==> config.mk <==
export PLATFORM = sky130hd
export DESIGN_NAME = execute_stage
export DESIGN_NICKNAME = d
export VERILOG_FILES = /design/src/processador_defines.svh /design/src/processador_pkg.sv /design/src/execute_stage.sv
export SDC_FILE = /design/constraint.sdc
export NUM_CORES = 1
export LEC_CHECK = 0
export BUFFER_PORTS_ARGS = -buffer_cell sky130_fd_sc_hd__buf_2
export CAP_MARGIN = 5
export CORE_UTILIZATION = 45
export DETAILED_ROUTE_END_ITERATION = 10
export PLACE_DENSITY = 0.7
export SLEW_MARGIN = 25
export SYNTH_ARGS = -nofsm -noshare
export SYNTH_HDL_FRONTEND = slang
export SYNTH_SLANG_ARGS = --single-unit
export TNS_END_PERCENT = 50
==> constraint.sdc <==
create_clock -name vclk -period 6.5
set_input_delay 0.65 -clock vclk [all_inputs]
set_output_delay 0.65 -clock vclk [all_outputs]
set_load 0.05 [all_outputs]
==> src/processador_defines.svh <==
`ifndef PROCESSADOR_DEFINES_SVH
`define PROCESSADOR_DEFINES_SVH

// words on the simulated disk
`define DISK_SIZE 300

// general purpose registers, r0 reads zero
`define REG_COUNT 32

// data memory depth, addressed by the low bits of the computed address
`define DATA_WORDS 64

// width of the output port number
`define OUT_PORT_BITS 2

`endif

==> src/processador_pkg.sv <==
package processador_pkg;

	typedef logic [31:0] word_t; // data and instruction word

	// primary opcodes, instr[31:26]
	typedef enum logic [5:0] {
		op_rtype      = 6'd0,
		op_addi       = 6'd1,
		op_subi       = 6'd2,
		op_mov        = 6'd14,
		op_lw         = 6'd15,
		op_li         = 6'd16,
		op_la         = 6'd17,
		op_sw         = 6'd18,
		op_in         = 6'd19,
		op_out        = 6'd20,
		op_jf         = 6'd21,
		op_j          = 6'd22,
		op_jal        = 6'd23,
		op_halt       = 6'd24,
		op_prog_begin = 6'd25,
		op_prog_end   = 6'd26
	} opcode_t;

	// r-type function field, instr[5:0]
	typedef enum logic [5:0] {
		fn_add = 6'd0,
		fn_ne  = 6'd13,
		fn_lt  = 6'd14,
		fn_jr  = 6'd18
	} funct_t;

	typedef enum logic [2:0] {
		alu_add,      // rs + rt
		alu_sub,      // rs - imm
		alu_lt,       // signed rs < rt
		alu_ne,       // rs != rt
		alu_pass_a,   // rs
		alu_pass_imm, // imm
		alu_add_imm   // rs + imm
	} alu_op_t;

	typedef enum logic [1:0] {
		br_none,
		br_jump_imm,
		br_jump_reg,
		br_jump_if_false
	} branch_t;

endpackage

==> src/execute_stage.sv <==
`timescale 1ns/1ns

module execute_stage (
	input  processador_pkg::word_t   rs_value,
	input  processador_pkg::word_t   rt_value,
	input  processador_pkg::word_t   imm,
	input  processador_pkg::word_t   pc,
	input  processador_pkg::alu_op_t alu_op,
	input  processador_pkg::branch_t branch,
	output processador_pkg::word_t   alu_result,
	output processador_pkg::word_t   next_pc
);
	import processador_pkg::*;

	word_t seq_pc;
	word_t target;

	assign seq_pc = pc + 32'd1;

	// jump fields name the word just before the destination
	assign target = imm + 32'd1;

	always_comb begin
		case (alu_op)
			alu_add:      alu_result = rs_value + rt_value;
			alu_add_imm:  alu_result = rs_value + imm; // also lw/sw address
			alu_sub:      alu_result = rs_value - imm;
			alu_lt:       alu_result = {31'b0, $signed(rs_value) < $signed(rt_value)};
			alu_ne:       alu_result = {31'b0, rs_value != rt_value};
			alu_pass_a:   alu_result = rs_value;
			alu_pass_imm: alu_result = imm;
			default:      alu_result = '0;
		endcase
	end

	always_comb begin
		case (branch)
			br_jump_imm: next_pc = target;
			br_jump_reg: next_pc = rs_value; // return address already past the call
			br_jump_if_false: begin
				next_pc = (rs_value == '0) ? target : seq_pc;
			end
			default: next_pc = seq_pc;
		endcase
	end

endmodule

==> Implementation_results.wiki, run 1 <==
{| class="wikitable"
! Metric !! Value
|-
| Path class of the lowest-slack min-delay path || in2out
|-
| Final Slew Violations || 0
|-
| Critical path type || in2out
|-
| Transition at the pin with the smallest max-transition slack || 977.9 ps
|-
| Setup violations, final || 0
|-
| Synthesized cell area || 0.007149 sq mm
|-
| Critical-path cell with the highest stage delay || sky130_fd_sc_hd__or4_4
|-
| First-pass GRT wire length || 42.59 mm
|-
| Leading cell type in the layout, fill and taps excluded || sky130_fd_sc_hd__buf_2
|-
| Initial standard-cell utilization of the core || 46.51%
|-
| CLK BUF || 0
|-
| Remaining max-slew budget at the tightest pin || 34.81%
|-
| Max_cap viols || 0
|-
| Synthesized area divided by synthesized cell count || 6.452 sq um
|-
| Width of the die || 128.0 um
|-
| Most frequent cells in the layout || sky130_fd_sc_hd__buf_2, sky130_fd_sc_hd__nand2_1, sky130_fd_sc_hd__o21ai_0
|-
| Setup repair after global routing missed its margin || no
|-
| Leakage || 0.003793 uW
|-
| Crit path capture type || primary output
|-
| Core Area || 0.01537 sq mm
|-
| Antenna Violating Nets Remaining || 0
|-
| Achievable frequency || 0.1607 GHz
|-
| Largest net degree at the start of global routing || 56
|-
| Final routed wire length divided by cell count || 18.94 um
|-
| Post-Route Setup TNS || 0 ps
|-
| Cells taking the most area after synthesis || sky130_fd_sc_hd__ha_1, sky130_fd_sc_hd__mux2i_1, sky130_fd_sc_hd__xnor2_1
|-
| Data arrival time of the critical path || 5570 ps
|-
| Die footprint || 0.01640 sq mm
|-
| Fill cells || 1580
|-
| Share of post-route cells with drive strength above 1 || 19.86%
|-
| Number of standard cells after synthesis || 1108
|-
| Proportion of netlist area held by the largest area contributor || 11.73%
|-
| Overall track demand over capacity in global routing || 32.56%
|-
| Post-layout nets || 1452
|-
| Tot Pwr || 900.1 uW
|-
| Vias in the first global route || 7836
|-
| Count of buffers added by post-CTS timing repair for setup || 0
|-
| Pre-Repair DR Iteration Count || 5
|-
| Layout area overhead || 15.89%
|-
| Area occupied by multi-input gates || 0.006668 sq mm
|-
| Worst path required time || 5850 ps
|-
| Hold wc startpoint || rs_value[13]
|-
| Via density per instance || 6.115
|-
| Footprint of the flip-flops and latches || 0 sq um
|-
| DIE HEIGHT || 128.0 um
|-
| Cell Area, Placed || 0.008278 sq mm
|-
| Unique masters post-synth || 73
|-
| Grt ovf || 0
|-
| Cell Rows || 45
|-
| Count of buffers inserted at the top-level ports || 197
|-
| Fraction of the yosys area taken by sequential cells || 0%
|-
| Power density over the cells || 108.6 mW/mm^2
|-
| Utilization of the core after routing || 53.90%
|-
| IO Count || 197
|-
| Residual DRC count || 0
|-
| Post-route cell area || 0.008285 sq mm
|-
| Family with the most delay on the worst path || simple AND/OR/NAND/NOR gates
|-
| Kind of start point of the critical path || input pin
|-
| Biggest cell delay along the critical path || 550 ps
|-
| Crit share post-route || 95.71%
|-
| Launching element of the worst setup path || rt_value[11]
|-
| Routability cong. || 1.018
|-
| Via Count || 8934
|-
| Synth Warn # || 0
|-
| Worst vdd rail ir drop || 0.09529 mV
|-
| Final routed wirelength across all metal layers || 27.67 mm
|-
| Sequential cells || 0
|-
| Hpwl dp || 22.79 mm
|-
| Outcome || completed
|-
| Clock period minus final worst setup slack || 6221 ps
|-
| Cell taking the most area after synthesis || sky130_fd_sc_hd__ha_1
|-
| Worst Path Max Fanout || 8
|-
| Hold slack || 1840 ps
|-
| Worst Path Buf+Inv || 2
|-
| Number of antenna violations at the first check in global routing || 1
|-
| Drt first-iter violations || 785
|-
| Number of endpoints with negative hold slack in the final report || 0
|-
| Critical Path, Cell by Cell || buf_2, or4_4, or3_4, or2_2, or4_1, or4_1, xnor2_1, a221oi_1, ha_1, a21o_1, a21o_1, a21oi_2, o31ai_1, a311o_1, a2111oi_1, nor3_1, buf_2
|-
| Synthesized netlist net count || 1309
|}
## final cells by class
type               count  share of cell area [%]
repair buffers       216                   13.86
diodes                 1                 0.03020
multi-input cells    979                   80.47
well taps            211                   3.186
inverters             54                   2.446
## cell families after synthesis
kind of cell             synth area share (%)
multiplexers                            9.363
adder cells (fa/ha/maj)                 12.01
AO/OA/AOI/OAI                           28.65
buffers and inverters                   6.965
XOR/XNOR                                12.37
AND/OR/NAND/NOR                         30.64
## worst min-delay path, stage by stage
cell                       delay (ps)
sky130_fd_sc_hd__buf_2            150
sky130_fd_sc_hd__nand2_1           70
sky130_fd_sc_hd__o221ai_1          90
sky130_fd_sc_hd__buf_2            220
## per-layer routing
layer | track usage, % | vias up | share of wire (%)
li1 | - | 4412 | -
met1 | 49.43 | 4055 | 47
met2 | 50.10 | 427 | 42
met3 | 2.003 | 40 | 8.9
met4 | 6.090 | 0 | 1.8
met5 | 0 | - | 0
## stage by stage
step | cells | setup WS (ps)
finish | 1461 | 278.6
floorplan | 1108 | 123.0
detailed placement | 1460 | 258.6
CTS | 1460 | 247.4
global placement | 1459 | 294.9
global route | 1461 | 50.30
## power breakdown
group | switching, uW | internal [uW] | total [uW]
sequential | 0 | 0 | 0
combinational | 598 | 302 | 900
clock | 0 | 0.0000206 | 0.0000206
## worst paths after layout
path                              to  slack [ps]  cells after the start
worst max-delay path  alu_result[29]         280                     17
worst min-delay path     next_pc[13]        1840                      4
## synthesized netlist by cell type, types with 23 or more instances
cell                       count
sky130_fd_sc_hd__nand2_1     132
sky130_fd_sc_hd__xor2_1       44
sky130_fd_sc_hd__inv_1        54
sky130_fd_sc_hd__o211ai_1     27
sky130_fd_sc_hd__a21oi_1      50
sky130_fd_sc_hd__and3_1       23
sky130_fd_sc_hd__xnor2_1      57
sky130_fd_sc_hd__o21ai_0      92
sky130_fd_sc_hd__clkbuf_1     67
sky130_fd_sc_hd__nor4_1       25
sky130_fd_sc_hd__nor3_1       36
sky130_fd_sc_hd__o22ai_1      27
sky130_fd_sc_hd__ha_1         67
sky130_fd_sc_hd__nor2_1       72
sky130_fd_sc_hd__a21o_1       26
sky130_fd_sc_hd__mux2i_1      62
sky130_fd_sc_hd__nand3_1      40
## repair_timing
item	in CTS	in global routing
endpoints found under the setup margin	0	3
resized for setup	0	3
hold buffers	0	0
Note: power is estimated with default switching activity, not from simulation.
==> inputs of run 2 (changes only) <==
- CELL_PAD_IN_SITES_DETAIL_PLACEMENT: default -> 2
- CELL_PAD_IN_SITES_GLOBAL_PLACEMENT: default -> 2
- CORE_UTILIZATION: 45 -> 29
- PLACE_DENSITY: 0.7 -> default
- PLACE_DENSITY_LB_ADDON: default -> 0.1
==> run 2 against run 1 <==
Compared with the run above:
- die area rose by 54%
- flip-flop and latch count did not move
- wire length rose by 30%
- clock-buffer cell count did not move
- final cell count rose by 8.2%
- critical path depth did not move
- via count rose by 3.3%
- worst hold slack improved by 3.3 ps
- critical path type unchanged
==> Implementation_results.wiki, run 2 (synthesis gave the netlist of run 1 again) <==
{| class="wikitable"
! Metric !! Value
|-
| Post-route cell area || 0.008472 sq mm (was 0.008285 sq mm)
|-
| Met1 routing resource usage after global routing || 34.75% (was 49.43%)
|-
| Footprint of the flip-flops and latches || 0 sq um (unchanged)
|-
| Leakage || 0.003821 uW (was 0.003793 uW)
|-
| Post-Route Setup TNS || 0 ps (unchanged)
|-
| Max_cap viols || 0 (unchanged)
|-
| Routability cong. || 0.8830 (was 1.018)
|-
| IO Count || 197 (unchanged)
|-
| Endpoint of the worst setup timing path || alu_result[29] (unchanged)
|-
| Clock period minus final worst setup slack || 6213 ps (was 6221 ps)
|-
| Leading cell type in the layout, fill and taps excluded || sky130_fd_sc_hd__buf_2 (unchanged)
|-
| Crit share post-route || 95.58% (was 95.71%)
|-
| Power density over the cells || 111.1 mW/mm^2 (was 108.6 mW/mm^2)
|-
| Outcome || completed (unchanged)
|-
| Post-layout nets || 1459 (was 1452)
|-
| Final routed wire length divided by cell count || 22.75 um (was 18.94 um)
|-
| Fill cells || 3090 (was 1580)
|-
| Remaining max-slew budget at the tightest pin || 34.13% (was 34.81%)
|-
| Cell Rows || 57 (was 45)
|-
| Kind of start point of the critical path || input pin (unchanged)
|-
| First-pass GRT wire length || 55.72 mm (was 42.59 mm)
|-
| Most frequent cells in the layout || sky130_fd_sc_hd__buf_2, sky130_fd_sc_hd__nand2_1, sky130_fd_sc_hd__o21ai_0 (unchanged)
|-
| Vias in the first global route || 9667 (was 7836)
|-
| Overall track demand over capacity in global routing || 27.54% (was 32.56%)
|-
| Critical path type || in2out (unchanged)
|-
| Count of buffers added by post-CTS timing repair for setup || 0 (unchanged)
|-
| Largest net degree at the start of global routing || 56 (unchanged)
|-
| Worst Path Max Fanout || 8 (unchanged)
|-
| Worst vdd rail ir drop || 0.06300 mV (was 0.09529 mV)
|-
| DIE HEIGHT || 159.0 um (was 128.0 um)
|-
| Initial standard-cell utilization of the core || 29.48% (was 46.51%)
|-
| Cell Area, Placed || 0.008452 sq mm (was 0.008278 sq mm)
|-
| Via Count || 9228 (was 8934)
|-
| Setup repair after global routing missed its margin || no (unchanged)
|-
| Critical Path, Cell by Cell || buf_2, or4_4, or3_4, or2_2, or4_1, or4_1, xnor2_1, a221oi_1, ha_1, a21o_1, a21o_1, a21oi_2, o31ai_1, a311o_1, a2111oi_1, nor3_1, buf_2 (unchanged)
|-
| Hpwl dp || 30.30 mm (was 22.79 mm)
|-
| Launching element of the worst setup path || rt_value[11] (unchanged)
|-
| Number of endpoints with negative hold slack in the final report || 0 (unchanged)
|-
| Transition at the pin with the smallest max-transition slack || 979.1 ps (was 977.9 ps)
|-
| Antenna Violating Nets Remaining || 0 (unchanged)
|-
| Via density per instance || 5.837 (was 6.115)
|-
| Path class of the lowest-slack min-delay path || in2out (unchanged)
|-
| Number of antenna violations at the first check in global routing || 0 (was 1)
|-
| Layout area overhead || 18.50% (was 15.89%)
|-
| Post-route insts no fill || 1581 (was 1461)
|-
| Residual DRC count || 0 (unchanged)
|-
| Hold wc startpoint || alu_op[2] (was rs_value[13])
|-
| Critical-path cell with the highest stage delay || sky130_fd_sc_hd__or4_4 (unchanged)
|-
| Data arrival time of the critical path || 5560 ps (was 5570 ps)
|-
| Width of the die || 159.0 um (was 128.0 um)
|-
| Global Route met3 Usage || 1.433% (was 2.003%)
|-
| CLK BUF || 0 (unchanged)
|-
| Grt ovf || 0 (unchanged)
|-
| Setup violations, final || 0 (unchanged)
|-
| Final routed wirelength across all metal layers || 35.97 mm (was 27.67 mm)
|-
| Achievable frequency || 0.1610 GHz (was 0.1607 GHz)
|-
| Family with the most delay on the worst path || simple AND/OR/NAND/NOR gates (unchanged)
|-
| Number of placed instances with taps included || 1580 (was 1460)
|-
| Core Area || 0.02425 sq mm (was 0.01537 sq mm)
|-
| Crit path capture type || primary output (unchanged)
|-
| Die footprint || 0.02528 sq mm (was 0.01640 sq mm)
|-
| Utilization of the core after routing || 34.94% (was 53.90%)
|-
| Drt first-iter violations || 403 (was 785)
|-
| Worst path required time || 5850 ps (about the same)
|-
| Final Slew Violations || 0 (unchanged)
|-
| Biggest cell delay along the critical path || 540 ps (was 550 ps)
|-
| Pre-Repair DR Iteration Count || 4 (was 5)
|-
| Most utilized layer in the global route result || met2 (unchanged)
|-
| Number of cells on the critical path || 17 (unchanged)
|-
| Share of post-route cells with drive strength above 1 || 20.46% (was 19.86%)
|-
| Hold slack || 1843 ps (was 1840 ps)
|-
| Worst Path Buf+Inv || 2 (unchanged)
|-
| Count of buffers inserted at the top-level ports || 197 (unchanged)
|-
| Met2 usage in global routing || 51.14% (was 50.10%)
|-
| Sequential cells || 0 (unchanged)
|}
[run 2: cell count changes in the layout (fill, tap and decap cells not counted), sizes merged]
cell  delta
buf      +7
[run 2: cell type report]
type	count	area [sq um]	share of cell area, %
timing repair buffer	223	1181	13.94
inverter	54	202.7	2.393
tap	324	405.4	4.785
multi-input combinational	979	6680	78.85
antenna	1	2.502	0.02954
[run 2: power by group]
group / total, uW / switching [uW] / internal, uW
sequential: 0 / 0 / 0
combinational: 941 / 636 / 305
clock: 0.0000206 / 0 / 0.0000206
total: 941 / 636 / 305
[run 2: through the flow]
stage,worst slack (ps),total power (uW)
floorplan,123.0,641.6
CTS,164.7,941.2
detailed placement,169.1,936.3
global placement,280.6,919.4
global route,20.13,1013
finish,287.5,941.0
[run 2: worst min-delay path by stage]
stage | endpoint | slack (ps) | cells past startpoint
after CTS | alu_result[2] | 1840 | 4
after detailed placement | alu_result[2] | 1840 | 4
final | alu_result[2] | 1840 | 4
after global routing | alu_result[2] | 1870 | 4
after floorplan | next_pc[13] | 1690 | 2
after global placement | alu_result[2] | 1840 | 4
[run 2: timing repair]
| item | in CTS | in global routing |
|---|---|---|
| hold buffers | 0 | 0 |
| setup endpoints to repair | 0 | 4 |
| gates resized for setup | 0 | 6 |
[run 2: layer usage]
layer  routed length [um]  part of all wire, %
met1                16220                   45
met2                17950                   50
met3                  901                  2.5
met4                  896                  2.5
met5                    0                    0
