==> src/processador_defines.svh <==
`ifndef PROCESSADOR_DEFINES_SVH
`define PROCESSADOR_DEFINES_SVH

// words on the simulated disk
`define DISK_SIZE 300

// general purpose registers, r0 reads zero
`define REG_COUNT 32

// data memory depth, addressed by the low bits of the computed address
`define DATA_WORDS 64

// width of the output port number
`define OUT_PORT_BITS 2

`endif

==> src/processador_pkg.sv <==
package processador_pkg;

	typedef logic [31:0] word_t; // data and instruction word

	// primary opcodes, instr[31:26]
	typedef enum logic [5:0] {
		op_rtype      = 6'd0,
		op_addi       = 6'd1,
		op_subi       = 6'd2,
		op_mov        = 6'd14,
		op_lw         = 6'd15,
		op_li         = 6'd16,
		op_la         = 6'd17,
		op_sw         = 6'd18,
		op_in         = 6'd19,
		op_out        = 6'd20,
		op_jf         = 6'd21,
		op_j          = 6'd22,
		op_jal        = 6'd23,
		op_halt       = 6'd24,
		op_prog_begin = 6'd25,
		op_prog_end   = 6'd26
	} opcode_t;

	// r-type function field, instr[5:0]
	typedef enum logic [5:0] {
		fn_add = 6'd0,
		fn_ne  = 6'd13,
		fn_lt  = 6'd14,
		fn_jr  = 6'd18
	} funct_t;

	typedef enum logic [2:0] {
		alu_add,      // rs + rt
		alu_sub,      // rs - imm
		alu_lt,       // signed rs < rt
		alu_ne,       // rs != rt
		alu_pass_a,   // rs
		alu_pass_imm, // imm
		alu_add_imm   // rs + imm
	} alu_op_t;

	typedef enum logic [1:0] {
		br_none,
		br_jump_imm,
		br_jump_reg,
		br_jump_if_false
	} branch_t;

endpackage

==> src/sequencer.sv <==
`timescale 1ns/1ns

module sequencer (
	input  logic                   clock,
	input  logic                   rst,
	input  logic                   step_done,
	input  processador_pkg::word_t next_pc,
	input  logic                   is_halt,
	output processador_pkg::word_t pc,
	output logic                   state_decode,
	output logic                   state_execute,
	output logic                   state_result,
	output logic                   halted
);

	typedef enum logic [1:0] {
		st_fetch,
		st_decode,
		st_execute,
		st_result
	} state_t;

	state_t state;

	assign state_decode  = (state == st_decode);
	assign state_execute = (state == st_execute);
	assign state_result  = (state == st_result);

	always_ff @(posedge clock) begin
		if (rst) begin
			state  <= st_fetch;
			pc     <= '0;
			halted <= 1'b0;
		end else if (!halted) begin
			case (state)
				st_fetch: begin
					state <= st_decode; // disk word settles on pc
				end
				st_decode: begin
					state <= st_execute;
				end
				st_execute: begin
					state <= st_result;
				end
				st_result: begin
					if (step_done) begin // i/o may hold us here
						state <= st_fetch;
						if (is_halt) begin
							halted <= 1'b1; // pc stays on the halt word
						end else begin
							pc <= next_pc;
						end
					end
				end
				default: state <= st_fetch;
			endcase
		end
	end

endmodule

==> config.mk <==
export PLATFORM = sky130hd
export DESIGN_NAME = sequencer
export DESIGN_NICKNAME = d
export VERILOG_FILES = /design/src/processador_defines.svh /design/src/processador_pkg.sv /design/src/sequencer.sv
export SDC_FILE = /design/constraint.sdc
export NUM_CORES = 1
export LEC_CHECK = 0
export BUFFER_PORTS_ARGS = -buffer_cell sky130_fd_sc_hd__buf_2
export CORE_UTILIZATION = 25
export CTS_CLUSTER_DIAMETER = 60
export CTS_CLUSTER_SIZE = 28
export DETAILED_ROUTE_END_ITERATION = 8
export SLEW_MARGIN = 40
export SYNTH_ARGS = -nofsm -noshare
export SYNTH_HDL_FRONTEND = slang
export SYNTH_SLANG_ARGS = --single-unit
export TNS_END_PERCENT = 50
==> constraint.sdc <==
create_clock -name clock -period 2.4 [get_ports clock]
set_input_delay 0.12 -clock clock [delete_from_list [all_inputs] [get_ports clock]]
set_output_delay 0.12 -clock clock [all_outputs]
set_load 0.005 [all_outputs]
==> results of run 1 <==
## tightest hold or removal path: stages
cell     delay [ns]
buf_2          0.09
nand2_1        0.04
a21oi_1        0.05
## cells by family after synthesis
| logic type | Yosys count |
|---|---|
| flip-flops | 35 |
| AND/OR/NAND/NOR | 71 |
| adder cells (fa/ha/maj) | 4 |
| buffers and inverters | 14 |
| AO/OA/AOI/OAI | 37 |
## placed cells by master (no fill, tap or decap), drive strengths merged
cell type | netlist | layout
buf | 5 | 73
dfxtp | 35 | 35
a31oi | 1 | 1
inv | 2 | 2
nand2 | 64 | 64
or3 | 1 | 1
nand4bb | 1 | 1
and4bb | 1 | 1
nor2 | 2 | 2
o21ai | 2 | 2
clkbuf | 7 | 8
or3b | 1 | 1
nor2b | 1 | 1
ha | 4 | 4
a21oi | 34 | 34
## final timing paths
path                   start    end  cells past startpoint
setup / recovery    state[0]  pc[8]                      4
hold / removal    next_pc[4]  pc[4]                      3
hold reg to reg        pc[4]  pc[4]                      2
setup reg to reg    state[0]  pc[8]                      4
## final cells by class
cell class / instances / share of cell area (%)
Clock buffer: 8 / 5.47
Timing Repair Buffer: 73 / 20.2
Inverter: 2 / 0.410
Sequential cell: 35 / 38.3
Multi-Input combinational cell: 112 / 30.8
Tap cell: 70 / 4.78
## report_power, final
group | leakage [nW] | internal (mW) | total, mW | switching (mW)
combinational | 0.469 | 0.103 | 0.203 | 0.100
clock | 0.0515 | 0.262 | 0.454 | 0.192
sequential | 0.283 | 0.613 | 0.635 | 0.0226
## per-layer routing
metal	GRT usage, %	vias up
met3	4.63	2
li1	-	650
met4	3.70	0
met1	13.3	566
met5	0	-
met2	17.2	44
## state kept, by name, summed over array words and instances, names as in the netlist
name    cells
halted      1
pc         32
state       2
## metrics by stage
stage	hold WS (ns)	util, %	cell area, um2	power [mW]
3_5_place_dp	0.367	33.5	1730	0.855
4_1_cts	0.0660	35.4	1830	1.32
2_1_floorplan	0.256	-	1360	0.778
5_1_grt	0.0656	35.4	1830	1.38
3_3_place_gp	0.362	33.5	1730	0.853
6_report	0.0800	35.4	1830	1.29
==> results.yml, run 1 <==
finish:
  area_delta_synth_final_pct: 34.8
  diodes: 0
  drive_gt1_share_pct: 40.0
  n_fill_cell: 558
  regArea_um2: 701
  instances_no_fill: 300
  multi_input_area_um2: 564
  fin_nets: 269
critical_path:
  crit_chain: "ha_1, and4bb_2, nand2_1, a21oi_2"
  critPathArrivalTime_ns: 1.87
  reg2reg_setup_slack_ns: 0.74
  cpMaxStageDelayCell: "and4bb_2"
  cp_data_required_time_ns: 2.60
  slowest_delay_ns: 0.69
  end_kind: "register"
  path_class: "register to register"
  critical_path.top_delay_family: "simple AND/OR/NAND/NOR gates"
  path_buf_inv: 0
  worstSetupStartpointType: "register"
  cp_max_fo: 32
cts:
  ctsHtreeMaxLevel: 2
  clock-sinks: 35
  hold_buffers: 0
  numCtsBuffers: 5
  clockBufferDepth: 2
  postCtsSetupRepairBufs: 0
  cts_resized: 0
  ctsRootBufferMaster: "clkbuf_8"
  cts_tree: "yes"
  clock_latency_ns: 0.27
  clk_pin_slew_worst_paths_ns: 0.07
global_routing:
  grt_pass1_wl_um: 4600
  overflow: 0
  antenna_found_initial: 0
  grt_max_degree: 36
  grt_pass1_vias: 1036
  grt_use_total_pct: 10.9
logic_synthesis:
  synthSimpleGateAreaFrac_pct: 21.7
  synthTopCellsByCount: "64 x nand2_1, 35 x dfxtp_1, 25 x a21oi_1, 9 x a21oi_2, 5 x buf_2"
  ys.flop_type: "dfxtp_1"
  synth_top_family_by_area: "simple AND/OR/NAND/NOR gates"
  syn_inst: 161
  synth-xor-area-share_pct: 0
  ys_async_sr_fraction_pct: 0
  syn_area_per_cell_um2: 8.43
  yosysMostFrequentCell: "nand2_1"
  ys_types: 18
  synthMuxAreaShare_pct: 0
  yosysTopAreaCellShare_pct: 51.6
  netlist_area_mm2: 0.00136
  ys_seq_area_share_pct: 51.6
  synth_fp_nets: 201
  synth_fa_ha_area_share_pct: 3.69
  synth_edf_count: 0
  synth_compound_area_share_pct: 16.2
  synth_warnings: 0
  synth-seq-cells: 35
  synthTopCellsByArea: "dfxtp_1 52%, nand2_1 18%, a21oi_1 9.2%"
  netlist.top_cell.by_area: "dfxtp_1"
route:
  routed.top_layer: "met4"
  final_antenna_net_count: 0
  vias: 1262
  route.met3.wl_um: 170
  routed_wl_um: 2970
  wl_met1_um: 1390
  drt_iter0_markers: 68
  dr.pass1.iters: 4
  wl_per_cell_um: 9.91
  wl_met2_um: 1400
  viasPerCell: 4.21
  drc_errors: 0
sta:
  worstMarginPinSlew_ns: 0.741
  setup_tns_ns: 0
  period_minus_slack_ns: 1.66
  fin_ws_ns: 0.738
  setup_viol: 0
  slew_violations: 0
  rsz0062_at_grt: "no"
  post-route-period-util_pct: 69.2
  finalClockSkew_ns: 0.00253
  hold_viol_final: 0
  slew_headroom_pct: 50.6
  max_freq_ghz: 0.602
placed_design:
  dp_hpwl_um: 2110
  gp_congestion: 0.645
  dp_slack_ns: 0.721
  io_buffers: 71
  place_inst: 292
run_status:
  status: "completed"
floorplanning:
  die_h_um: 75.7
  ios: 72
  die_w_um: 75.7
  start_util_pct: 26.2
  num_rows: 26
  die_area_mm2: 0.00573
  design.core.area_mm2: 0.00517
hold_path:
  hp-class: "primary input to register"
pwr:
  p_per_area_mw_per_mm2: 706
  vdd.ir_drop.worst_v: 0.000175
  cellLeakagePower_nw: 0.803
flow_run:
  cap_violations: 0
No activity file was read; power rests on OpenSTA's default activity.
==> run 2: changes to the inputs <==
Settings changed: ABC_AREA from default to 1.
Clock period 2.4 ns to 1.6 ns, I/O delays scaled along.
==> run 2 against run 1 <==
Effect of this change: via count increased by 28%; setup slack got worse by 0.42 ns; clock power up 40%; combinational power rose to 2.9 times the previous value; critical path type unchanged; first-iteration DRC count fell by 46%; global-route usage down 0.26 points; non-clock buffer count increased by 3; final cell count grew 33%; clock skew up 0.00052 ns; die area increased by 31%; total power rose by 72%.
==> results.yml, run 2 <==
run_status:
  status: "completed"
route:
  dr.pass1.iters: 4
  routed.top_layer: "met4"
  wl_met1_um: 1730
  drc_errors: 0
  vias: 1618
  final_antenna_net_count: 0
  drt_iter0_markers: 37
  wl_per_cell_um: 9.20
  viasPerCell: 4.06
  route.met3.wl_um: 207
  routed_wl_um: 3670
  wl_met2_um: 1680
sta:
  period_minus_slack_ns: 1.29
  hold_viol_final: 0
  setup_tns_ns: 0
  slew_violations: 0
  worstMarginPinSlew_ns: 0.579
  post-route-period-util_pct: 80.4
  slew_headroom_pct: 61.3
  max_freq_ghz: 0.777
  finalClockSkew_ns: 0.00305
  rsz0062_at_grt: "no"
  setup_viol: 0
  fin_ws_ns: 0.314
floorplanning:
  die_w_um: 86.8
  design.core.area_mm2: 0.00687
  die_h_um: 86.8
  start_util_pct: 26.2
  ios: 72
  num_rows: 30
  die_area_mm2: 0.00753
logic_synthesis:
  netlist_area_mm2: 0.00180
  synthTopCellsByCount: "36 x nand2_1, 36 x nor2_1, 35 x dfxtp_1, 34 x nand3_1, 29 x a21oi_2"
  syn_inst: 237
  ys_async_sr_fraction_pct: 0
  ys.flop_type: "dfxtp_1"
  synth_edf_count: 0
  ys_seq_area_share_pct: 39.0
  netlist.top_cell.by_area: "dfxtp_1"
  synth_fp_nets: 277
  synthTopCellsByArea: "dfxtp_1 39%, a21oi_2 14%, nand3_1 9.5%"
  ys_types: 18
  synth-seq-cells: 35
  synth_warnings: 0
  syn_area_per_cell_um2: 7.58
  yosysTopAreaCellShare_pct: 39.0
critical_path:
  worstSetupStartpointType: "register"
  critPathLaunch: "state[0]"
  cp_data_required_time_ns: 1.78
  r2r_start: "state[0]"
  reg2reg_depth: 7
  path_class: "register to register"
  end_kind: "register"
  critPathArrivalTime_ns: 1.46
  cp_max_fo: 32
  reg2reg_setup_slack_ns: 0.31
finish:
  final_common_cell: "buf_2"
  fin_nets: 343
  top_register: "pc"
  final_util_pct: 33.4
  drive_gt1_share_pct: 40.6
  mostFrequentLayoutCells: "71 x buf_2, 36 x nand2_1, 36 x nor2_1"
  largest_reg_flops: 32
  reg_top3: "pc x32, state x2, halted x1"
  n_fill_cell: 762
  area_delta_synth_final_pct: 27.5
  diodes: 0
placed_design:
  dp_hpwl_um: 2560
  dp_slack_ns: 0.301
  io_buffers: 71
  gp_congestion: 0.683
cts:
  clock_latency_ns: 0.28
  clk_pin_slew_worst_paths_ns: 0.07
  ctsHtreeMaxLevel: 2
  ctsRootBufferMaster: "clkbuf_8"
  clock-sinks: 35
  clockBufferDepth: 2
  numCtsBuffers: 5
  cts_tree: "yes"
pwr:
  report.power.total_mw: 2.22
  vdd.ir_drop.worst_v: 0.000394
  p_per_area_mw_per_mm2: 970
  cellLeakagePower_nw: 1.10
flow_run:
  cap_violations: 0
hold_path:
  hp-start: "next_pc[31]"
  hp-class: "primary input to register"
  hold-path-cell-count: 5
global_routing:
  antenna_found_initial: 0
  grt_use_total_pct: 10.6
  overflow: 0
  grt_pass1_vias: 1470
  grt_max_degree: 35
  grt_pass1_wl_um: 6260
run 2: cell families (layout without fill, tap and decap cells):
family / count (synthesis) / after routing / synth area share (%)
AO/OA/AOI/OAI: 34 / 34 / 15.5
adder cells (fa/ha/maj): 4 / 4 / 2.79
buffers and inverters: 56 / 122 / 17.3
flip-flops: 35 / 35 / 39.0
AND/OR/NAND/NOR: 108 / 108 / 25.4
run 2: layout make-up:
type                    instances  area (um2)  area share [%]
clock buffers                   6        82.6            3.60
clock inverters                 1        5.00           0.218
inverters                      39         146            6.39
multi-input cells             146         791            34.5
flip-flops and latches         35         701            30.6
well taps                      96         120            5.24
repair buffers                 76         445            19.4
run 2: metrics by stage:
| stage | area, um2 | cells | hold WS, ns |
|---|---|---|---|
| global route | 2290 | 399 | 0.122 |
| CTS | 2290 | 399 | 0.106 |
| detailed placement | 2190 | 391 | 0.289 |
| finish | 2290 | 399 | 0.116 |
| global placement | 2190 | 391 | 0.292 |
| floorplan | 1800 | 237 | 0.150 |
run 2: path summary, 6_finish.rpt:
path / end
min reg2reg: pc[13]
max: pc[18]
max reg2reg: pc[18]
min: pc[31]
run 2: per-layer routing:
metal | track usage, % | vias to the layer above
met5 | 0 | -
met4 | 4.09 | 0
met3 | 3.43 | 4
met1 | 12.4 | 713
met2 | 18.0 | 40
li1 | - | 861
run 2: repair_timing:
| action | in CTS | in global routing |
|---|---|---|
| buffers inserted | 0 | 0 |
| gates resized for setup | 0 | 0 |
| endpoints found under the hold margin | 1 | 0 |
| hold buffers | 1 | 0 |
run 2: power breakdown:
group	switching (mW)	total [mW]	leakage, nW	internal (mW)
combinational	0.322	0.585	0.774	0.263
sequential	0.0551	1.00	0.283	0.947
clock	0.298	0.635	0.0470	0.338
run 2: worst max-delay path, cell delays in order, from the launching register on:
cell     delay (ns)
dfxtp_1        0.38
ha_1           0.20
nand2_1        0.07
inv_2          0.10
buf_12         0.21
nand3_1        0.10
nand2_1        0.08
nor2_1         0.04
==> run 3: changes to the inputs <==
Clock period 1.6 ns to 1.2 ns, I/O delays scaled along.
==> run 3 against run 2 <==
Effect of this change: total power increased by 45%; sequential cell count did not move; count of clock-buffer cells in the layout unchanged; critical endpoint is now pc[17]; largest cell class unchanged; highest routed layer unchanged.
==> results.yml, run 3 (same netlist as run 2, synthesis figures left out) <==
route:
  routed.top_layer: "met4"
  drt_iter0_markers: 44
  viasPerCell: 4.12
  final_antenna_net_count: 0
  routed_wl_um: 4400
  vias: 1698
  wl_per_cell_um: 10.7
  route.met3.wl_um: 205
  wl_met2_um: 2130
  wl_met1_um: 2050
  drc_errors: 0
  dr.pass1.iters: 5
critical_path:
  path_class: "register to register"
  cp_max_fo: 8
  critPathArrivalTime_ns: 1.32
  worstSetupStartpointType: "register"
  cp_data_required_time_ns: 1.38
  end_kind: "register"
pwr:
  sw_frac_of_total_pct: 32.1
  vdd.ir_drop.worst_v: 0.000423
  p_per_area_mw_per_mm2: 1290
  clkPwrFrac_pct: 26.3
  cellLeakagePower_nw: 1.20
  switchingPower_mw: 1.03
  p_comb_share_pct: 32.4
  share_seq_of_total_power_pct: 41.3
  p_int_mw: 2.19
floorplanning:
  num_rows: 30
  ios: 72
  design.core.area_mm2: 0.00687
  die_area_mm2: 0.00753
  die_h_um: 86.8
  die_w_um: 86.8
  start_util_pct: 26.2
sta:
  fin_ws_ns: 0.0544
  slew_headroom_pct: 86.4
  period_minus_slack_ns: 1.15
  slew_violations: 0
  rsz0062_at_grt: "yes"
  setup_viol: 0
  post-route-period-util_pct: 95.5
  whs_ns: 0.0861
  worstMarginPinSlew_ns: 0.204
  finalClockSkew_ns: 0.00899
  max_freq_ghz: 0.873
  hold_viol_final: 0
cts:
  clk_pin_slew_worst_paths_ns: 0.08
  ctsHtreeMaxLevel: 2
  ctsRootBufferMaster: "clkbuf_8"
  clock_latency_ns: 0.28
  numCtsBuffers: 5
  clockBufferDepth: 2
  cts_tree: "yes"
  clock-sinks: 35
global_routing:
  overflow: 0
  grt_use_total_pct: 10.7
  antenna_found_initial: 0
  grt_max_degree: 34
  grt_pass1_wl_um: 6250
  grt_pass1_vias: 1424
flow_run:
  cap_violations: 0
finish:
  reg_top3: "pc x32, state x2, halted x1"
  top_register: "pc"
  instances_no_fill: 412
  regArea_um2: 703
  n_fill_cell: 721
  mostFrequentLayoutCells: "71 x buf_2, 35 x nand2_1, 35 x nor2_1"
  multi_input_area_um2: 813
  diodes: 0
  drive_gt1_share_pct: 45.6
  final_common_cell: "buf_2"
  fin_nets: 355
  area_delta_synth_final_pct: 39.2
  largest_reg_flops: 32
hold_path:
  hp-class: "primary input to register"
placed_design:
  dp_hpwl_um: 2740
  gp_congestion: 0.728
  dp_slack_ns: 0.00457
  io_buffers: 71
  place_inst: 397
run_status:
  status: "completed"
run 3: changes by cell type in the layout (fill, tap and decap cells not counted), sizes merged:
cell,change
buf,+8
clkinvlp,+1
clkbuf,+4
run 3: per-layer routing:
| metal | vias to the layer above | GRT usage, % |
|---|---|---|
| met3 | 2 | 3.52 |
| li1 | 886 | - |
| met4 | 0 | 3.18 |
| met2 | 43 | 17.8 |
| met1 | 767 | 13.0 |
| met5 | - | 0 |
run 3: final timing paths:
| kind | startpoint | end | slack, ns | cells after the start |
|---|---|---|---|---|
| setup / recovery | state[1] | pc[17] | 0.05 | 7 |
| hold reg to reg | pc[12] | pc[12] | 0.48 | 2 |
| setup reg to reg | state[1] | pc[17] | 0.05 | 7 |
| hold / removal | next_pc[20] | pc[20] | 0.09 | 5 |
run 3: through the flow:
step	power, mW	area (um2)	TNS (ns)	utilization [%]
3_3_place_gp	2.22	2250	0	32.8
5_1_grt	3.46	2500	-0.0127	36.4
3_5_place_dp	2.24	2250	0	32.8
4_1_cts	3.11	2350	0	34.2
6_report	3.22	2500	0	36.4
2_1_floorplan	1.93	1800	-0.431	-
run 3: final cells by class:
type,instances,area share (%)
Multi-Input combinational cell,146,32.5
Sequential cell,35,28.1
Timing Repair Buffer,88,25.0
Inverter,39,6.15
Tap cell,96,4.80
Clock buffer,6,2.90
Clock inverter,2,0.500
run 3: critical path, cell delays in order (launching register included):
cell       delay (ns)
dfxtp_2          0.33
ha_2             0.20
nand2_4          0.07
inv_8            0.11
clkbuf_16        0.17
nand3_1          0.06
nand2_1          0.06
nor2_1           0.03
run 3: power groups by stage:
| stage | Combinational [mW] | Sequential, mW | Clock (mW) |
|---|---|---|---|
| 2_1_floorplan | 0.569 | 1.37 | 0 |
| 3_3_place_gp | 0.871 | 1.35 | 0 |
| 3_5_place_dp | 0.894 | 1.35 | 0 |
| 4_1_cts | 0.899 | 1.32 | 0.888 |
| 5_1_grt | 1.17 | 1.34 | 0.945 |
| 6_report | 1.04 | 1.33 | 0.846 |
run 3: repair_timing:
action,CTS,global route
setup buffers,0,0
hold endpoints to repair,1,0
hold buffers,1,0
setup endpoints to repair,0,37
resized for setup,0,12
