===== config.mk =====
export PLATFORM = sky130hd
export DESIGN_NAME = decode_stage
export DESIGN_NICKNAME = d
export VERILOG_FILES = /design/src/processador_defines.svh /design/src/processador_pkg.sv /design/src/decode_stage.sv
export SDC_FILE = /design/constraint.sdc
export NUM_CORES = 1
export LEC_CHECK = 0
export BUFFER_PORTS_ARGS = -buffer_cell sky130_fd_sc_hd__buf_4
export CORE_MARGIN = 2
export CORE_UTILIZATION = 45
export DETAILED_ROUTE_END_ITERATION = 6
export HOLD_SLACK_MARGIN = 0.05
export PLACE_DENSITY = 0.74
export SYNTH_ARGS = -nofsm -noshare
export SYNTH_HDL_FRONTEND = slang
export SYNTH_SLANG_ARGS = --single-unit

===== constraint.sdc =====
create_clock -name clock -period 1.76 [get_ports clock]
set_clock_uncertainty 0.1 [all_clocks]
set_input_delay 0.088 -clock clock [delete_from_list [all_inputs] [get_ports clock]]
set_output_delay 0.088 -clock clock [all_outputs]
set_load 0.03 [all_outputs]

===== src/processador_defines.svh =====
`ifndef PROCESSADOR_DEFINES_SVH
`define PROCESSADOR_DEFINES_SVH

// words on the simulated disk
`define DISK_SIZE 300

// general purpose registers, r0 reads zero
`define REG_COUNT 32

// data memory depth, addressed by the low bits of the computed address
`define DATA_WORDS 64

// width of the output port number
`define OUT_PORT_BITS 2

`endif


===== src/processador_pkg.sv =====
package processador_pkg;

	typedef logic [31:0] word_t; // data and instruction word

	// primary opcodes, instr[31:26]
	typedef enum logic [5:0] {
		op_rtype      = 6'd0,
		op_addi       = 6'd1,
		op_subi       = 6'd2,
		op_mov        = 6'd14,
		op_lw         = 6'd15,
		op_li         = 6'd16,
		op_la         = 6'd17,
		op_sw         = 6'd18,
		op_in         = 6'd19,
		op_out        = 6'd20,
		op_jf         = 6'd21,
		op_j          = 6'd22,
		op_jal        = 6'd23,
		op_halt       = 6'd24,
		op_prog_begin = 6'd25,
		op_prog_end   = 6'd26
	} opcode_t;

	// r-type function field, instr[5:0]
	typedef enum logic [5:0] {
		fn_add = 6'd0,
		fn_ne  = 6'd13,
		fn_lt  = 6'd14,
		fn_jr  = 6'd18
	} funct_t;

	typedef enum logic [2:0] {
		alu_add,      // rs + rt
		alu_sub,      // rs - imm
		alu_lt,       // signed rs < rt
		alu_ne,       // rs != rt
		alu_pass_a,   // rs
		alu_pass_imm, // imm
		alu_add_imm   // rs + imm
	} alu_op_t;

	typedef enum logic [1:0] {
		br_none,
		br_jump_imm,
		br_jump_reg,
		br_jump_if_false
	} branch_t;

endpackage


===== src/decode_stage.sv =====
`timescale 1ns/1ns

module decode_stage (
	input  logic                     clock,
	input  logic                     rst,
	input  logic                     state_decode,
	input  processador_pkg::word_t   instr,
	output logic [4:0]               rs_idx,
	output logic [4:0]               rt_idx,
	output logic [4:0]               dest_idx,
	output processador_pkg::word_t   imm,
	output processador_pkg::alu_op_t alu_op,
	output processador_pkg::branch_t branch,
	output logic                     reg_write,
	output logic                     mem_read,
	output logic                     mem_write,
	output logic                     is_in,
	output logic                     is_out,
	output logic                     is_halt
);
	import processador_pkg::*;

	word_t      instr_q;
	opcode_t    opcode;
	funct_t     funct;
	logic [4:0] rd_idx;

	assign opcode = opcode_t'(instr_q[31:26]);
	assign funct  = funct_t'(instr_q[5:0]);
	assign rs_idx = instr_q[25:21];
	assign rt_idx = instr_q[20:16];
	assign rd_idx = instr_q[15:11];

	always_ff @(posedge clock) begin
		if (rst) begin
			instr_q <= '0;
		end else if (state_decode) begin
			instr_q <= instr; // held through execute and result
		end
	end

	always_comb begin
		imm       = {{16{instr_q[15]}}, instr_q[15:0]};
		dest_idx  = rt_idx;
		alu_op    = alu_pass_imm;
		branch    = br_none;
		reg_write = 1'b0;
		mem_read  = 1'b0;
		mem_write = 1'b0;
		is_in     = 1'b0;
		is_out    = 1'b0;
		is_halt   = 1'b0;
		case (opcode)
			op_rtype: begin
				dest_idx = rd_idx;
				case (funct)
					fn_add: begin
						alu_op    = alu_add;
						reg_write = 1'b1;
					end
					fn_lt: begin
						alu_op    = alu_lt;
						reg_write = 1'b1;
					end
					fn_ne: begin
						alu_op    = alu_ne;
						reg_write = 1'b1;
					end
					fn_jr: branch = br_jump_reg;
					default: ; // unknown function is a no-op
				endcase
			end
			op_addi, op_la: begin
				alu_op    = alu_add_imm;
				reg_write = 1'b1;
			end
			op_subi: begin
				alu_op    = alu_sub;
				reg_write = 1'b1;
			end
			op_mov: begin
				alu_op    = alu_pass_a;
				reg_write = 1'b1;
			end
			op_li: reg_write = 1'b1;
			op_lw: begin
				alu_op    = alu_add_imm;
				reg_write = 1'b1;
				mem_read  = 1'b1;
			end
			op_sw: begin
				alu_op    = alu_add_imm; // data comes from rt
				mem_write = 1'b1;
			end
			op_in: begin
				reg_write = 1'b1;
				is_in     = 1'b1;
			end
			op_out: is_out = 1'b1; // port number rides on alu_result
			op_jf: branch = br_jump_if_false;
			op_j: begin
				imm    = {6'b0, instr_q[25:0]};
				branch = br_jump_imm;
			end
			op_jal: begin
				imm       = {6'b0, instr_q[25:0]};
				branch    = br_jump_imm;
				dest_idx  = 5'd31; // link register
				reg_write = 1'b1;
			end
			op_halt: is_halt = 1'b1;
			op_prog_begin, op_prog_end: ; // markers only
			default: ;
		endcase
	end

endmodule


==> results of run 1 <==
[repair_timing]
action,in CTS,in global routing
cloned,0,1
gates resized for setup,20,54
hold buffers,32,0
buffers inserted,3,5
endpoints found under the setup margin,27,26
hold endpoints to repair,32,0
pin swaps,2,3
[routing by layer]
layer  part of all wire  up-vias  global-route usage
met5                  0        -                   0
met4              0.011        0             0.06197
met3              0.052        7             0.04942
met2               0.55       73              0.3868
met1               0.39      928              0.2493
li1                   -      970                   -
[cells in the mapped netlist (2+ instances only)]
cell / number / area [um2]
mux2i_1: 32 / 320.3
clkbuf_1: 5 / 18.77
nor3_1: 4 / 20.02
nor2_1: 40 / 150.1
and2_1: 2 / 12.51
nand3b_1: 2 / 15.01
or3_1: 2 / 12.51
inv_1: 11 / 41.29
dfxtp_1: 32 / 640.6
nand2b_1: 2 / 12.51
o21ai_1: 3 / 15.01
a21oi_1: 4 / 20.02
buf_6: 2 / 22.52
o31ai_1: 10 / 75.07
nand2_1: 8 / 30.03
nand3_1: 14 / 70.07
buf_2: 4 / 20.02
buf_4: 35 / 262.8
[worst paths after layout]
kind / endpoint / slack, ns / cells after the start
worst max-delay path: alu_op[1] / -0.11 / 5
worst min-delay path: instr_q[9]$_SDFFE_PP0P_ / 0.08 / 2
worst max register to register: instr_q[31]$_SDFFE_PP0P_ / 0.77 / 3
worst min register to register: instr_q[10]$_SDFFE_PP0P_ / 0.41 / 2
[where the power goes]
part           total [mW]  internal [mW]  switching, mW
sequential          0.821          0.766         0.0548
combinational       0.768          0.364          0.404
clock               0.585          0.312          0.273
total                2.17           1.44          0.732
[critical path, stage by stage, from the launching register on]
cell     delay (ns)
dfxtp_4        0.36
nand2_1        0.10
or4_1          0.51
o32a_1         0.20
o21ai_2        0.08
buf_6          0.15
[final cells by class]
type	count	share of cell area
Timing Repair Buffer	144	0.3854
Multi-Input combinational cell	142	0.3440
Sequential cell	32	0.2064
Clock buffer	6	0.02551
Tap cell	50	0.01933
Inverter	12	0.01624
Clock inverter	2	0.003092
[logic make-up (layout without fill, tap and decap cells)]
kind of cell | Yosys count | in the layout
AND/OR/NAND/NOR | 84 | 84
buffers and inverters | 58 | 164
multiplexers | 32 | 32
flip-flops | 32 | 32
AO/OA/AOI/OAI | 24 | 24
XOR/XNOR | 2 | 2
[stage by stage]
| step | utilization | total power [mW] | area (um2) | setup slack [ns] | instances |
|---|---|---|---|---|---|
| after floorplan | - | 1.260 | 1941 | -0.09621 | 232 |
| after global placement | 0.6001 | 1.430 | 2452 | 0.1144 | 339 |
| after detailed placement | 0.6001 | 1.438 | 2452 | 0.1195 | 339 |
| after CTS | 0.7192 | 2.092 | 2939 | -0.07129 | 382 |
| after global routing | 0.7921 | 2.271 | 3237 | -0.1603 | 388 |
| final | 0.7921 | 2.174 | 3237 | -0.1138 | 388 |
==> metrics.yaml, run 1 <==
syn_avg_cell_area_um2: 8.365
largest_reg_flops: 32
cp-startpoint: "instr_q[2]$_SDFFE_PP0P_"
synth_compound_area_frac: 0.09026
worstReg2RegStart: "instr_q[31]$_SDFFE_PP0P_"
timing_worst_setup_path_type: "flip-flop to output pin"
path_max_fanout: 4
diodes: 0
grt-ovfl-total: 0
clock_latency_ns: 0.28
setup_viol_count_final: 12
async_flop_share: 0
hpwl_um: 3384
wirelength_um: 5758
failed_checks: "negative setup slack"
critical_path_arrival_ns: 1.69
multi_input_area_um2: 1114
synthCells: 232
synth_edf_count: 0
io_pins: 93
cts_max_level: 2
initial_core_util: 0.4749
numClockSinks: 32
dr_total_vias: 1978
n_fill_cell: 280
finalNetCount: 372
regArea_um2: 668.1
fp.dieH_um: 69.67
yosys_most_used_dff: "dfxtp_1"
synth_top_family_by_area: "simple AND/OR/NAND/NOR gates"
synth_xor_area_frac: 0.009026
synthAdderAreaFrac: 0
drive_gt1_frac: 0.4556
p_leak_nw: 1.515
grt_pass1_wl_um: 8466
synthToLayoutAreaGrowth_pct: 66.80
synth_seq_cells: 32
finalCriticalPeriod_ns: 1.874
synth-simple-area-share: 0.2153
grt_start_max_net_pins: 33
cts_tree: "done"
final_cell_mix: "90 x buf_4, 40 x nor2_1, 32 x mux2i_1, 32 x dlygate4sd3_1, 22 x dfxtp_1"
whs_ns: 0.08382
muxShareOfSynthArea: 0.1651
core_area_um2: 4086
syn_nets: 267
clock_path_buffers: 2
drtPass1Iterations: 4
cp-start-kind: "flip-flop"
clockRootBuffer: "clkbuf_8"
grt_pass1_vias: 1866
worstHoldPathType: "primary input to flip-flop"
top_register: "instr_q"
ys_seq_area_frac: 0.3301
synth_warnings: 0
cp.required_ns: 1.57
drv_cap: 0
drtAntennaViolNets: 0
min_from: "rst"
synthDistinctLibCells: 38
clk_pin_slew_ns: 0.07
drc: 0
cts_buffers: 5
die_area_um2: 4854
place_congestion: 0.8434
ir_drop_uv: 725.7
drv_slew: 0
wire_per_inst_um: 14.84
hold_violations: 0
status: "finished, violations left"
syn_area_um2: 1941
fmax_ghz: 0.5337
numPortBuffers: 92
antenna_found_initial: 0
layout_commonest_cell: "buf_4"
drt_iter0_drc: 76
worstMarginPinSlew_ns: 0.5623
row_count: 23
layout_setup_ws_ns: -0.1138
rsz0062_at_grt: "yes"
track_usage: 0.2133
power_density_nw_per_um2: 671.6
max-slew-margin-rel: 0.6251
min_period_over_period: 1.065
tns_ns: -0.3269
viasPerCell: 5.098
die_width_um: 69.67
endpoint_kind: "output pin"
top_regs: "instr_q: 32 flops"
Power figures use the tool's default switching activity.
==> inputs of run 2 (changes only) <==
TNS_END_PERCENT = 1   (was not set)
==> run 2 against run 1 <==
Effect of this change: the run still ends with negative setup slack left; total power fell by 3.9%; sequential cell count stayed put; clock power down 2%; final cell count shrank 1.3%; count of clock-buffer cells in the layout did not move; critical endpoint unchanged.
==> metrics.yaml, run 2 (synthesis gave the netlist of run 1 again) <==
status: "finished, violations left"  # unchanged
failed_checks: "negative setup slack"  # unchanged
cp.required_ns: 1.57  # about the same
dr_total_vias: 1907  # was 1978
timing_worst_setup_path_type: "flip-flop to output pin"  # unchanged
p_leak_nw: 1.446  # was 1.515 nW
worstReg2RegStart: "instr_q[27]$_SDFFE_PP0P_"  # was instr_q[31]$_SDFFE_PP0P_
finalNetCount: 367  # was 372
worstHoldPathType: "primary input to flip-flop"  # unchanged
grt_pass1_wl_um: 8487  # was 8466 um
drtPass1Iterations: 4  # unchanged
drtAntennaViolNets: 0  # unchanged
finalCriticalPeriod_ns: 1.824  # was 1.874 ns
hold_depth: 2  # unchanged
initial_core_util: 0.4749  # unchanged
ir_drop_uv: 713.8  # was 725.7 uV
clock_path_buffers: 2  # unchanged
finalInstanceArea_um2: 2985  # was 3237 um2
layout_commonest_cell: "buf_4"  # unchanged
top_register: "instr_q"  # unchanged
cp-start-kind: "flip-flop"  # unchanged
numPortBuffers: 92  # unchanged
placed_area_um2: 2452  # unchanged
power_density_nw_per_um2: 699.6  # was 671.6 nW/um2
drc: 0  # unchanged
min_from: "rst"  # unchanged
multi_input_area_um2: 977.2  # was 1114 um2
synthToLayoutAreaGrowth_pct: 53.84  # was 66.80%
die_width_um: 69.67  # unchanged
setup_viol_count_final: 4  # was 12
clk_pin_slew_ns: 0.06  # was 0.07 ns
grt_pass1_vias: 1857  # was 1866
largest_reg_flops: 32  # unchanged
place_congestion: 0.8434  # unchanged
diodes: 0  # unchanged
final_cell_mix: "102 x buf_4, 40 x nor2_1, 32 x mux2i_1, 32 x dlygate4sd3_1, 22 x dfxtp_1"  # was 90 x buf_4, 40 x nor2_1, 32 x mux2i_1, 32 x dlygate4sd3_1, 22 x dfxtp_1
drt_iter0_drc: 53  # was 76
drv_slew: 0  # unchanged
hold_violations: 0  # unchanged
drive_gt1_frac: 0.4174  # was 0.4556
viasPerCell: 4.979  # was 5.098
wire_per_inst_um: 13.63  # was 14.84 um
grt-ovfl-total: 0  # unchanged
layout_setup_ws_ns: -0.06373  # was -0.1138 ns
worstMarginPinSlew_ns: 0.5435  # was 0.5623 ns
max-slew-margin-rel: 0.6377  # was 0.6251
die_area_um2: 4854  # unchanged
io_pins: 93  # unchanged
cts_buffers: 5  # unchanged
r2r_slack_ns: 0.82  # was 0.77 ns
fp.dieH_um: 69.67  # unchanged
track_usage: 0.2139  # was 0.2133
core_area_um2: 4086  # unchanged
total_power_mw: 2.089  # was 2.174 mW
rsz0062_at_grt: "yes"  # unchanged
whs_endpoint: "instr_q[3]$_SDFFE_PP0P_"  # was instr_q[9]$_SDFFE_PP0P_
hpwl_um: 3384  # unchanged
antenna_found_initial: 0  # unchanged
cts_tree: "done"  # unchanged
wirelength_um: 5222  # was 5758 um
row_count: 23  # unchanged
post-place-ws_ns: 0.1195  # unchanged
clock_latency_ns: 0.27  # was 0.28 ns
drv_cap: 0  # unchanged
numClockSinks: 32  # unchanged
critical_path_arrival_ns: 1.64  # was 1.69 ns
endpoint_kind: "output pin"  # unchanged
cts_max_level: 2  # unchanged
grt_start_max_net_pins: 33  # unchanged
path_max_fanout: 5  # was 4
ff2ff_path_depth: 3  # unchanged
top_regs: "instr_q: 32 flops"  # unchanged
regArea_um2: 665.6  # was 668.1 um2
r2r_end: "instr_q[27]$_SDFFE_PP0P_"  # was instr_q[31]$_SDFFE_PP0P_
fmax_ghz: 0.5483  # was 0.5337 GHz
min_period_over_period: 1.036  # was 1.065
n_fill_cell: 310  # was 280
clockRootBuffer: "clkbuf_8"  # unchanged
==> run 2: changes by cell type in the layout (fill, tap and decap cells not counted), moves of 8 or more <==
cell	change
buf_6	-16
buf_4	+12
o31ai_4	-8
o31ai_1	+9
==> run 2: layout make-up <==
type | count | share of cell area
Timing Repair Buffer | 139 | 0.3827
Sequential cell | 32 | 0.2230
Clock inverter | 2 | 0.003353
Clock buffer | 6 | 0.02766
Multi-Input combinational cell | 142 | 0.3273
Tap cell | 50 | 0.02096
Inverter | 12 | 0.01509
==> run 2: how the worst max path moves through the flow <==
stage	to	cells after the start	startpoint	slack (ns)
floorplan	imm[16]	5	instr_q[30]$_SDFFE_PP0P_	-0.1
global placement	imm[19]	5	instr_q[27]$_SDFFE_PP0P_	0.11
finish	alu_op[1]	5	instr_q[2]$_SDFFE_PP0P_	-0.06
global route	alu_op[0]	5	instr_q[3]$_SDFFE_PP0P_	-0.14
detailed placement	alu_op[0]	5	instr_q[26]$_SDFFE_PP0P_	0.12
CTS	alu_op[0]	5	instr_q[3]$_SDFFE_PP0P_	-0.07
==> run 2: per-layer routing <==
layer / wire length, um / vias up / global-route usage
met5: 0 / - / 0
met4: 30 / 0 / 0.06197
met3: 321 / 7 / 0.05669
met2: 2672 / 71 / 0.3835
met1: 2197 / 870 / 0.2493
li1: - / 959 / -
==> run 2: where the power goes <==
| group | total [mW] | internal (mW) | switching [mW] |
|---|---|---|---|
| registers | 0.822 | 0.767 | 0.0547 |
| clock network | 0.573 | 0.312 | 0.262 |
| logic | 0.693 | 0.328 | 0.366 |
==> run 2: worst max-delay path: stages (launching register included) <==
cell,delay (ns)
dfxtp_4,0.37
nand2_1,0.07
or4_1,0.49
o32a_1,0.20
o21ai_2,0.08
buf_6,0.15
==> run 2: metrics by stage <==
step	cells	util	TNS [ns]	hold slack, ns
final	383	0.7306	-0.1699	0.09140
after global routing	383	0.7306	-0.9016	0.09753
after CTS	380	0.7149	-0.2243	0.08563
after detailed placement	339	0.6001	0	0.2298
after global placement	339	0.6001	0	0.2185
after floorplan	232	-	-0.9621	0.06038
==> run 2: repair_timing <==
item	CTS	global route
endpoints found under the hold margin	32	0
pin swaps	2	0
setup endpoints to repair	27	26
buffers inserted	1	3
hold buffers	32	0
gates resized for setup	19	11
==> inputs of run 3 (changes only) <==
CORE_UTILIZATION = 46   (was 45)
PLACE_DENSITY = 0.76   (was 0.74)
==> run 3 against run 2 <==
Effect of this change: the flow still finishes with violations (negative setup slack); combinational power about the same; non-clock buffer count increased by 1; clock power increased by 34%; worst hold slack got worse by 0.0025 ns; routed wire length decreased by 2.2%; fmax decreased by 1.1%; final area increased by 0.80%; critical path depth unchanged; utilization increased by 1.6 points; register-to-register slack got worse by 0.06 ns.
==> metrics.yaml, run 3 (synthesis gave the netlist of run 1 again) <==
ir_drop_uv: 637.9  # was 713.8 uV
wirelength_um: 5106  # was 5222 um
cp.required_ns: 1.57  # about the same
cts_buffers: 5  # unchanged
critical-path-top-delay-family: "simple AND/OR/NAND/NOR gates"  # unchanged
drive_gt1_frac: 0.4162  # was 0.4174
total_power_mw: 2.282  # was 2.089 mW
die_width_um: 68.95  # was 69.67 um
top_regs: "instr_q: 32 flops"  # unchanged
critical_path_buf_inv_count: 1  # unchanged
fin_cells: 384  # was 383
viasPerCell: 4.977  # was 4.979
numPortBuffers: 92  # unchanged
clock_latency_ns: 0.28  # was 0.27 ns
hold_violations: 0  # unchanged
drv_slew: 0  # unchanged
finalNetCount: 368  # was 367
wire_per_inst_um: 13.30  # was 13.63 um
n_fill_cell: 327  # was 310
power_density_nw_per_um2: 758.5  # was 699.6 nW/um2
path_cells: "or3_4 -> o22ai_2 -> nand3_1 -> a211o_1 -> buf_6"  # was nand2_1 -> or4_1 -> o32a_1 -> o21ai_2 -> buf_6
finalCriticalPeriod_ns: 1.843  # was 1.824 ns
drt_iter0_drc: 95  # was 53
endpoint_kind: "output pin"  # unchanged
grt_pass1_wl_um: 7810  # was 8487 um
track_usage: 0.2175  # was 0.2139
max-slew-margin-rel: 0.6397  # was 0.6377
slowest_delay_ns: 0.39  # was 0.49 ns
hpwl_um: 3358  # was 3384 um
drc: 0  # unchanged
status: "finished, violations left"  # unchanged
clock_path_buffers: 2  # unchanged
switching_share: 0.3005  # was 0.3266
internal_power_mw: 1.597  # was 1.406 mW
final_cell_mix: "102 x buf_4, 40 x nor2_1, 32 x mux2i_1, 32 x dlygate4sd3_1, 23 x dfxtp_1"  # was 102 x buf_4, 40 x nor2_1, 32 x mux2i_1, 32 x dlygate4sd3_1, 22 x dfxtp_1
largest_reg_flops: 32  # unchanged
core_area_um2: 4029  # was 4086 um2
clockRootBuffer: "clkbuf_8"  # unchanged
grt-ovfl-total: 0  # unchanged
path_max_fanout: 4  # was 5
antenna_found_initial: 0  # unchanged
p_clk_frac: 0.337  # was 0.275
drtPass1Iterations: 4  # unchanged
numClockSinks: 32  # unchanged
post-place-ws_ns: 0.1159  # was 0.1195 ns
critical_path_arrival_ns: 1.66  # was 1.64 ns
top_register: "instr_q"  # unchanged
p_leak_nw: 1.459  # was 1.446 nW
grt_pass1_vias: 1721  # was 1857
placed_area_um2: 2460  # was 2452 um2
cp_slowest_cell: "or3_4"  # was or4_1
drv_cap: 0  # unchanged
synthToLayoutAreaGrowth_pct: 55.06  # was 53.84%
diodes: 0  # unchanged
finalInstanceArea_um2: 3009  # was 2985 um2
row_count: 23  # unchanged
dp_cells: 340  # was 339
timing_worst_setup_path_type: "flip-flop to output pin"  # unchanged
seqPwrFrac: 0.359  # was 0.394
clk_pin_slew_ns: 0.07  # was 0.06 ns
failed_checks: "negative setup slack"  # unchanged
worstHoldPathType: "primary input to flip-flop"  # unchanged
layout_setup_ws_ns: -0.08313  # was -0.06373 ns
dr_total_vias: 1911  # was 1907
initial_core_util: 0.4817  # was 0.4749
io_pins: 93  # unchanged
pwr-share-comb: 0.304  # was 0.332
fp.dieH_um: 68.95  # was 69.67 um
cts_max_level: 2  # unchanged
min_period_over_period: 1.047  # was 1.036
fin_util: 0.7469  # was 0.7306
cts_tree: "done"  # unchanged
drtAntennaViolNets: 0  # unchanged
p_switching_uw: 686.0  # was 682.2 uW
worstMarginPinSlew_ns: 0.5404  # was 0.5435 ns
tns_ns: -0.2644  # was -0.1699 ns
grt_start_max_net_pins: 33  # unchanged
rsz0062_at_grt: "yes"  # unchanged
r2r_slack_ns: 0.76  # was 0.82 ns
layout_commonest_cell: "buf_4"  # unchanged
cp-start-kind: "flip-flop"  # unchanged
fmax_ghz: 0.5426  # was 0.5483 GHz
whs_ns: 0.08887  # was 0.09140 ns
die_area_um2: 4754  # was 4854 um2
place_congestion: 0.8448  # was 0.8434
setup_viol_count_final: 5  # was 4
## run 3: path summary, 6_finish.rpt
kind	startpoint	to	depth (start not counted)
setup reg to reg	instr_q[31]$_SDFFE_PP0P_	instr_q[31]$_SDFFE_PP0P_	3
hold / removal	rst	instr_q[0]$_SDFFE_PP0P_	2
setup / recovery	instr_q[2]$_SDFFE_PP0P_	alu_op[0]	5
hold reg to reg	instr_q[6]$_SDFFE_PP0P_	instr_q[6]$_SDFFE_PP0P_	2
## run 3: layout make-up
type                       instances  area (um2)  share of cell area
timing repair buffer             140        1154              0.3834
tap                               50       62.56             0.02079
clock buffer                       7       96.34             0.03202
inverter                          12       45.04             0.01497
clock inverter                     1       30.03            0.009979
sequential                        32       656.9              0.2183
multi-input combinational        142       964.7              0.3206
## run 3: repair_timing
action,CTS,global route
pin swaps,6,0
gates resized for setup,22,3
buffers inserted,4,0
setup endpoints to repair,27,26
hold buffers,32,0
hold endpoints to repair,32,0
## run 3: power by group through the flow
stage / clock, mW / sequential [mW] / combinational (mW)
after floorplan: 0 / 0.816 / 0.444
after detailed placement: 0 / 0.833 / 0.606
final: 0.769 / 0.820 / 0.693
after global placement: 0 / 0.831 / 0.600
after global routing: 0.815 / 0.826 / 0.744
after CTS: 0.782 / 0.818 / 0.688
## run 3: metal layers
metal / track usage / part of all wire / vias up
li1: - / - / 952
met1: 0.2654 / 0.42 / 882
met2: 0.3858 / 0.50 / 72
met3: 0.04058 / 0.068 / 5
met4: 0.06618 / 0.0074 / 0
met5: 0 / 0 / -
